===== src/design/cube_draw_params.svh =====
`ifndef CUBE_DRAW_PARAMS_SVH
`define CUBE_DRAW_PARAMS_SVH

// Frame buffer
`define SCREEN_W 160
`define SCREEN_H 120

`define X_W 8
`define Y_W 7

`define COLOUR_W 9          // 3 bits per channel
`define STICKER_ID_W 3

// Pass lengths in pixels
`define CLEAR_PIXELS (`SCREEN_W * `SCREEN_H)
`define CUBE_PIXELS 3456    // 54 stickers of 64 pixels

// Net geometry
`define CELL_PX 8
`define FACE_PX 24
`define STICKERS_PER_FACE 9

// Top-left corner of the 96 by 72 net
`define NET_X0 32
`define NET_Y0 24

`define COUNT_W 15

`endif


===== src/design/cube_draw_pkg.sv =====
`include "cube_draw_params.svh"

package cube_draw_pkg;

    // Palette builds the word by channel, the frame buffer sees it raw
    typedef struct packed {
        logic [`COLOUR_W/3-1:0] red;
        logic [`COLOUR_W/3-1:0] green;
        logic [`COLOUR_W/3-1:0] blue;
    } pixel_rgb_t;

    typedef union packed {
        logic [`COLOUR_W-1:0] word;
        pixel_rgb_t rgb;
    } pixel_colour_t;

endpackage


===== src/design/draw_sequencer.sv =====
`timescale 1ns/100ps
`include "cube_draw_params.svh"

module draw_sequencer (
    input  logic                          clk,
    input  logic                          resetn,
    input  logic                          redraw,
    input  logic [`X_W-1:0]               layout_x,
    input  logic [`Y_W-1:0]               layout_y,
    input  cube_draw_pkg::pixel_colour_t  cube_colour,
    output logic [`COUNT_W-1:0]           pixel_count,
    output logic [`X_W-1:0]               x,
    output logic [`Y_W-1:0]               y,
    output cube_draw_pkg::pixel_colour_t  colour,
    output logic                          plot
);

    localparam int XW = `X_W;
    localparam int YW = `Y_W;

    localparam logic [1:0] ST_CLEAR = 2'd0;
    localparam logic [1:0] ST_CUBE  = 2'd1;
    localparam logic [1:0] ST_IDLE  = 2'd2;

    logic [1:0]    state;
    logic          in_cube;
    logic          pass_end;
    logic [XW-1:0] clear_x;
    logic [YW-1:0] clear_y;

    assign in_cube = (state == ST_CUBE);

    assign pass_end = in_cube ? (pixel_count == `CUBE_PIXELS - 1)
                              : (pixel_count == `CLEAR_PIXELS - 1);

    // Row-major sweep of the whole screen
    assign clear_x = XW'(pixel_count % `SCREEN_W);
    assign clear_y = YW'(pixel_count / `SCREEN_W);

    always_ff @(posedge clk or negedge resetn) begin
        if (!resetn) begin
            state       <= ST_CLEAR;
            pixel_count <= '0;
            plot        <= 1'b0;
            x           <= '0;
            y           <= '0;
            colour      <= '0;
        end else begin
            case (state)
                ST_CLEAR, ST_CUBE: begin
                    plot <= 1'b1;
                    if (in_cube) begin
                        x      <= layout_x;
                        y      <= layout_y;
                        colour <= cube_colour;
                    end else begin
                        x      <= clear_x;
                        y      <= clear_y;
                        colour <= '0;  // Black
                    end
                    if (pass_end) begin
                        pixel_count <= '0;
                        state       <= in_cube ? ST_IDLE : ST_CUBE;
                    end else begin
                        pixel_count <= pixel_count + 1'b1;
                    end
                end
                ST_IDLE: begin
                    plot <= 1'b0;
                    if (redraw) begin
                        state       <= ST_CLEAR;
                        pixel_count <= '0;
                    end
                end
                default: begin
                    state <= ST_IDLE;
                    plot  <= 1'b0;
                end
            endcase
        end
    end

endmodule


===== src/design/net_layout.sv =====
`timescale 1ns/100ps
`include "cube_draw_params.svh"

module net_layout (
    input  logic [`COUNT_W-1:0]      pixel_count,
    input  logic [`STICKER_ID_W-1:0] f1 [0:`STICKERS_PER_FACE-1],
    input  logic [`STICKER_ID_W-1:0] f2 [0:`STICKERS_PER_FACE-1],
    input  logic [`STICKER_ID_W-1:0] f3 [0:`STICKERS_PER_FACE-1],
    input  logic [`STICKER_ID_W-1:0] f4 [0:`STICKERS_PER_FACE-1],
    input  logic [`STICKER_ID_W-1:0] f5 [0:`STICKERS_PER_FACE-1],
    input  logic [`STICKER_ID_W-1:0] f6 [0:`STICKERS_PER_FACE-1],
    output logic [`X_W-1:0]          layout_x,
    output logic [`Y_W-1:0]          layout_y,
    output logic [2:0]               face,
    output logic [3:0]               sticker,
    output logic [2:0]               local_x,
    output logic [2:0]               local_y,
    output logic [`STICKER_ID_W-1:0] sticker_id
);

    localparam int XW = `X_W;
    localparam int YW = `Y_W;
    localparam int CW = `COUNT_W;

    logic [CW-1:0] cell_num;
    logic [1:0]    sticker_col;
    logic [1:0]    sticker_row;
    logic [XW-1:0] origin_x;
    logic [YW-1:0] origin_y;

    // 64 pixels per sticker, row-major inside the cell
    assign cell_num = CW'(pixel_count / (`CELL_PX * `CELL_PX));
    assign local_x  = pixel_count[2:0];
    assign local_y  = pixel_count[5:3];

    assign face    = 3'(cell_num / `STICKERS_PER_FACE);
    assign sticker = 4'(cell_num % `STICKERS_PER_FACE);

    assign sticker_col = 2'(sticker % 3);
    assign sticker_row = 2'(sticker / 3);

    // Cross-shaped net, U on top and D below F
    always_comb begin
        case (face)
            3'd0: begin
                origin_x = XW'(`NET_X0 + `FACE_PX);
                origin_y = YW'(`NET_Y0);
            end
            3'd1: begin
                origin_x = XW'(`NET_X0);
                origin_y = YW'(`NET_Y0 + `FACE_PX);
            end
            3'd2: begin
                origin_x = XW'(`NET_X0 + `FACE_PX);
                origin_y = YW'(`NET_Y0 + `FACE_PX);
            end
            3'd3: begin
                origin_x = XW'(`NET_X0 + 2 * `FACE_PX);
                origin_y = YW'(`NET_Y0 + `FACE_PX);
            end
            3'd4: begin
                origin_x = XW'(`NET_X0 + 3 * `FACE_PX);
                origin_y = YW'(`NET_Y0 + `FACE_PX);
            end
            default: begin
                origin_x = XW'(`NET_X0 + `FACE_PX);
                origin_y = YW'(`NET_Y0 + 2 * `FACE_PX);
            end
        endcase
    end

    assign layout_x = XW'(origin_x + sticker_col * `CELL_PX + local_x);
    assign layout_y = YW'(origin_y + sticker_row * `CELL_PX + local_y);

    always_comb begin
        case (face)
            3'd0:    sticker_id = f5[sticker];
            3'd1:    sticker_id = f3[sticker];
            3'd2:    sticker_id = f1[sticker];
            3'd3:    sticker_id = f4[sticker];
            3'd4:    sticker_id = f2[sticker];
            default: sticker_id = f6[sticker];
        endcase
    end

endmodule


===== src/design/centre_letter_rom.sv =====
`timescale 1ns/100ps

module centre_letter_rom (
    input  logic [2:0] face,
    input  logic [3:0] sticker,
    input  logic [2:0] local_x,
    input  logic [2:0] local_y,
    output logic       letter_on
);

    // Five rows of three pixels, top row in the high bits, left pixel first
    localparam logic [14:0] GLYPH_U = 15'b101_101_101_101_111;
    localparam logic [14:0] GLYPH_L = 15'b100_100_100_100_111;
    localparam logic [14:0] GLYPH_F = 15'b111_100_111_100_100;
    localparam logic [14:0] GLYPH_R = 15'b110_101_110_110_101;
    localparam logic [14:0] GLYPH_B = 15'b110_101_110_101_110;
    localparam logic [14:0] GLYPH_D = 15'b110_101_101_101_110;

    logic [2:0]  letter_x;
    logic [2:0]  letter_y;
    logic [14:0] glyph;
    logic [2:0]  glyph_row;
    logic        glyph_bit;

    // Letter window starts two pixels in; wraps below zero fall outside
    assign letter_x = local_x - 3'd2;
    assign letter_y = local_y - 3'd2;

    always_comb begin
        case (face)
            3'd0:    glyph = GLYPH_U;
            3'd1:    glyph = GLYPH_L;
            3'd2:    glyph = GLYPH_F;
            3'd3:    glyph = GLYPH_R;
            3'd4:    glyph = GLYPH_B;
            default: glyph = GLYPH_D;
        endcase
        case (letter_y)
            3'd0:    glyph_row = glyph[14:12];
            3'd1:    glyph_row = glyph[11:9];
            3'd2:    glyph_row = glyph[8:6];
            3'd3:    glyph_row = glyph[5:3];
            3'd4:    glyph_row = glyph[2:0];
            default: glyph_row = 3'b000;
        endcase
        case (letter_x)
            3'd0:    glyph_bit = glyph_row[2];
            3'd1:    glyph_bit = glyph_row[1];
            3'd2:    glyph_bit = glyph_row[0];
            default: glyph_bit = 1'b0;
        endcase
    end

    assign letter_on = (sticker == 4'd4) && glyph_bit;  // Centre only

endmodule


===== src/design/sticker_shader.sv =====
`timescale 1ns/100ps
`include "cube_draw_params.svh"

module sticker_shader (
    input  logic [2:0]                   local_x,
    input  logic [2:0]                   local_y,
    input  logic                         letter_on,
    input  logic [`STICKER_ID_W-1:0]     sticker_id,
    output cube_draw_pkg::pixel_colour_t cube_colour
);

    logic                         on_frame;
    cube_draw_pkg::pixel_colour_t palette;

    assign on_frame = (local_x == 3'd0) || (local_x == 3'd7) ||
                      (local_y == 3'd0) || (local_y == 3'd7);

    always_comb begin
        palette.word = '0;
        case (sticker_id)
            3'd0: palette.rgb = '{red: 3'b111, green: 3'b111, blue: 3'b111};  // White
            3'd1: palette.rgb = '{red: 3'b111, green: 3'b111, blue: 3'b000};  // Yellow
            3'd2: palette.rgb = '{red: 3'b000, green: 3'b000, blue: 3'b111};  // Blue
            3'd3: palette.rgb = '{red: 3'b000, green: 3'b111, blue: 3'b000};  // Green
            3'd4: palette.rgb = '{red: 3'b111, green: 3'b000, blue: 3'b000};  // Red
            3'd5: palette.rgb = '{red: 3'b111, green: 3'b000, blue: 3'b111};  // Magenta
            default: palette.word = '0;  // Unused ids stay black
        endcase
    end

    // Frame wins over the letter, letter over the sticker colour
    always_comb begin
        if (on_frame || letter_on) begin
            cube_colour.word = '0;
        end else begin
            cube_colour = palette;
        end
    end

endmodule


===== src/design/cube_drawer.sv =====
`timescale 1ns/100ps
`include "cube_draw_params.svh"

module cube_drawer (
    input  logic                          clk,
    input  logic                          resetn,
    input  logic                          redraw,
    input  logic [`STICKER_ID_W-1:0]      f1 [0:`STICKERS_PER_FACE-1],
    input  logic [`STICKER_ID_W-1:0]      f2 [0:`STICKERS_PER_FACE-1],
    input  logic [`STICKER_ID_W-1:0]      f3 [0:`STICKERS_PER_FACE-1],
    input  logic [`STICKER_ID_W-1:0]      f4 [0:`STICKERS_PER_FACE-1],
    input  logic [`STICKER_ID_W-1:0]      f5 [0:`STICKERS_PER_FACE-1],
    input  logic [`STICKER_ID_W-1:0]      f6 [0:`STICKERS_PER_FACE-1],
    output logic [`X_W-1:0]               x,
    output logic [`Y_W-1:0]               y,
    output cube_draw_pkg::pixel_colour_t  colour,
    output logic                          plot
);

    logic [`COUNT_W-1:0]          pixel_count;
    logic [`X_W-1:0]              layout_x;
    logic [`Y_W-1:0]              layout_y;
    logic [2:0]                   face;
    logic [3:0]                   sticker;
    logic [2:0]                   local_x;
    logic [2:0]                   local_y;
    logic [`STICKER_ID_W-1:0]     sticker_id;
    logic                         letter_on;
    cube_draw_pkg::pixel_colour_t cube_colour;

    draw_sequencer u_seq (
        .clk(clk), .resetn(resetn), .redraw(redraw),
        .layout_x(layout_x), .layout_y(layout_y), .cube_colour(cube_colour),
        .pixel_count(pixel_count), .x(x), .y(y), .colour(colour), .plot(plot)
    );

    net_layout u_layout (
        .pixel_count(pixel_count),
        .f1(f1), .f2(f2), .f3(f3), .f4(f4), .f5(f5), .f6(f6),
        .layout_x(layout_x), .layout_y(layout_y), .face(face), .sticker(sticker),
        .local_x(local_x), .local_y(local_y), .sticker_id(sticker_id)
    );

    centre_letter_rom u_letter (
        .face(face), .sticker(sticker), .local_x(local_x), .local_y(local_y),
        .letter_on(letter_on)
    );

    sticker_shader u_shader (
        .local_x(local_x), .local_y(local_y), .letter_on(letter_on),
        .sticker_id(sticker_id), .cube_colour(cube_colour)
    );

endmodule


===== config.mk =====
export PLATFORM = sky130hd
export DESIGN_NAME = cube_drawer
export DESIGN_NICKNAME = d
export VERILOG_FILES = /design/src/design/cube_draw_pkg.sv /design/src/design/draw_sequencer.sv /design/src/design/net_layout.sv /design/src/design/centre_letter_rom.sv /design/src/design/sticker_shader.sv /design/src/design/cube_drawer.sv
export VERILOG_INCLUDE_DIRS = /design/src /design/src/design
export SDC_FILE = /design/constraint.sdc
export NUM_CORES = 1
export LEC_CHECK = 0
export BUFFER_PORTS_ARGS = -buffer_cell sky130_fd_sc_hd__buf_4
export CAP_MARGIN = 20
export CORE_ASPECT_RATIO = 1.2
export CORE_MARGIN = 4
export CORE_UTILIZATION = 40
export CTS_CLUSTER_DIAMETER = 60
export DETAILED_ROUTE_END_ITERATION = 7
export PLACE_DENSITY_LB_ADDON = 0.15
export RECOVER_POWER = 100
export SYNTH_ARGS = -nofsm -noshare
export SYNTH_HDL_FRONTEND = slang
export SYNTH_SLANG_ARGS = --single-unit

===== constraint.sdc =====
create_clock -name clk -period 30.9 [get_ports clk]
set_input_delay 1.545 -clock clk [delete_from_list [all_inputs] [get_ports clk]]
set_output_delay 1.545 -clock clk [all_outputs]
set_load 0.05 [all_outputs]

==> flow_summary.json <==
{
  "status": "finished with violations",
  "violations": "max-capacitance violations, max-slew violations",
  "r2r-start": "u_seq.pixel_count[13]$_DFFE_PN0P_",
  "h-tree-depth": 2,
  "grt_pass1_vias": 8280,
  "layout_setup_ws_ps": 15760,
  "ys_seq_elements": 36,
  "ys_async_sr_fraction": 1.000,
  "crit_type": "register to register",
  "cts_buffer_depth": 2,
  "leakage_uw": 0.003565,
  "cts_hold_buf": 0,
  "setup_tns_ps": 0,
  "synth_edf_count": 0,
  "nNetsFinal": 1325,
  "yosys_warnings": 0,
  "holdPathStages": 2,
  "path_max_fanout": 24,
  "maxSlewViolCount": 177,
  "drc": 0,
  "hpwl_um": 22520,
  "powerDensity_nw_per_um2": 105.7,
  "synth.area.top_cells": "dfrtp_1, mux4_2, nand2_1",
  "fin_crit_sh": 0.4899,
  "grt.overflow.total": 0,
  "numPortBuffers": 189,
  "diodes": 0,
  "cp-startpoint": "u_seq.pixel_count[13]$_DFFE_PN0P_",
  "grt_pass1_wl_um": 44820,
  "postCtsSetupBuffers": 0,
  "worst_slew_pin_slew_ps": 3693,
  "root_buffer": "clkbuf_16",
  "power.share.combinational": 0.865,
  "hold_violations": 0,
  "cp_common_cell": "ha_1",
  "antenna_found_initial": 0,
  "max_freq_ghz": 0.06606,
  "cp.required_ps": 31080,
  "coreArea_um2": 18170,
  "nFillCells": 1899,
  "ys_seq_area_frac": 0.1216,
  "dieArea_um2": 20770,
  "yosysMostFrequentCell": "nand2_1",
  "worst_clock_skew_ps": 4.346,
  "globalplace.congestion": 0.9382,
  "worstPathArrival_ps": 15310,
  "switching_power_uw": 540.1,
  "synth_nets": 1190,
  "synth_cell_type_count": 104,
  "cts_resized": 0,
  "grtUsageTotal": 0.2609,
  "multi_input_area_um2": 5984,
  "syn_inst": 999,
  "internal_power_uw": 396.2,
  "avgSynthCellArea_um2": 7.416,
  "cts_buffers": 5,
  "dpl_worst_slack_ps": 19220,
  "p_clk_frac": 0.051,
  "seq_power_share": 0.085,
  "layout-drive-gt1-share": 0.2231,
  "slew_headroom": -1.462,
  "cp_slowest_stage_delay_ps": 1910,
  "num_vias": 8809,
  "setup.worst_path.end_class": "register",
  "clkTransAtPathRegs_ps": 50,
  "r2r.worst_path.cells": 42,
  "cts_tree": "built",
  "rsz0062_at_grt": "no",
  "final-seq-area_um2": 902.1,
  "min_path_type": "register to register",
  "wire_per_inst_um": 21.54,
  "antenna_left": 0,
  "design_area_um2": 8862,
  "synth.cell_area_um2": 7408,
  "drt_pass1_iterations": 5,
  "setup_violations": 0,
  "grt_max_degree": 64,
  "min_from": "u_seq.y[4]$_DFFE_PN0P_",
  "drt_iter0_drc": 874,
  "wl_um": 29260,
  "drv_cap": 5,
  "die_height_um": 157.1,
  "cts_num_sinks": 36,
  "clock_latency_ps": 280,
  "synthTopCellsByCount": "nand2_1, nor2_1, o21ai_0",
  "initial_core_util": 0.4076,
  "die_w_um": 132.2,
  "via_per_inst": 6.487,
  "postPlaceCellArea_um2": 8880,
  "period_needed_ps": 15140,
  "switching_share": 0.5769,
  "yosysTopAreaCell": "dfrtp_1",
  "crit_slowest_cell": "a211oi_1",
  "placementRows": 54,
  "synth-main-ff-cell": "dfrtp_1",
  "startpoint_type": "register",
  "yosysTopAreaCellShare": 0.1216,
  "ioPinCount": 190,
  "irDropWorstVdd_uv": 64.28,
  "synthToLayoutAreaGrowth_pct": 19.63
}
## sequential cells by signal, summed over array words and instances, names as in the netlist
| register | count |
|---|---|
| u_seq.pixel_count | 15 |
| u_seq.x | 8 |
| u_seq.y | 7 |
| u_seq.colour | 3 |
| u_seq.state | 2 |
| u_seq.plot | 1 |
## cells in the final DEF, fill, tap and decap left out, drive strengths merged, types with 9 or more instances in the layout
cell,instances
ha,24
o22ai,13
o211ai,22
o21ai,79
dfrtp,36
and3,9
o211a,11
o31ai,15
nor3,33
a2111oi,10
nand4,17
o2111ai,9
a21oi,60
buf,172
or3,10
inv,39
mux2i,25
nand3,36
nor2,91
xnor2,28
nor4,15
mux4,25
a211oi,21
clkbuf,38
nand2,103
a21o,11
a31oi,20
## routing by layer
metal,part of all wire,GRT usage,vias up
met3,0.075,0.04412,72
met4,0.036,0.09257,0
met1,0.39,0.3102,4126
met5,0,0,-
li1,-,-,4161
met2,0.49,0.4760,450
## power groups by stage
| stage | Clock [uW] | Sequential (uW) | Combinational (uW) |
|---|---|---|---|
| global route | 49.7 | 81.1 | 884 |
| CTS | 48.0 | 79.3 | 810 |
| detailed placement | 0 | 79.8 | 805 |
| global placement | 0 | 79.3 | 803 |
| finish | 47.3 | 79.1 | 810 |
| floorplan | 0 | 96.7 | 591 |
## stage by stage
step	power, uW	cells	utilization	hold WS (ps)
floorplan	687.9	999	-	526.4
global placement	882.5	1350	0.4886	461.2
detailed placement	884.6	1350	0.4886	472.0
CTS	936.9	1357	0.4959	485.4
global route	1015	1358	0.4876	504.0
finish	936.3	1358	0.4876	477.4
## final timing paths
| path | to | slack [ps] |
|---|---|---|
| worst min register to register | u_seq.y[4]$_DFFE_PN0P_ | 480 |
| min in group asynchronous | u_seq.y[3]$_DFFE_PN0P_ | 1810 |
| worst max register to register | u_seq.x[6]$_DFFE_PN0P_ | 15760 |
| max in group asynchronous | u_seq.pixel_count[6]$_DFFE_PN0P_ | 27820 |
| worst min-delay path | u_seq.y[4]$_DFFE_PN0P_ | 480 |
| worst max-delay path | u_seq.x[6]$_DFFE_PN0P_ | 15760 |
## cell type report
type                            count  area share
Tap cell                          224     0.03163
Sequential cell                    36      0.1018
Inverter                           40     0.01694
Clock buffer                        6     0.01454
Clock inverter                      1   0.0005647
Multi-Input combinational cell    847      0.6753
Timing Repair Buffer              204      0.1593
## worst max-delay path: cells and delay by family (launching register included)
kind	cells	cell delay [ps]
compound gates	16	5830
xor+xnor	2	590
fa+ha+maj	7	2170
buf+inv	4	1740
flops	1	570
mux	3	720
simple gates	10	3410
## cell families (layout without fill, tap and decap cells)
family          Yosys count  count (layout)  synth area share
flops                    36              36            0.1216
xor+xnor                 31              31           0.03766
buf+inv                 116             251           0.06536
compound gates          359             359            0.3505
fa+ha+maj                30              30           0.05151
simple gates            371             371            0.2545
mux                      56              56            0.1189
(Power assumes the default switching activity.)
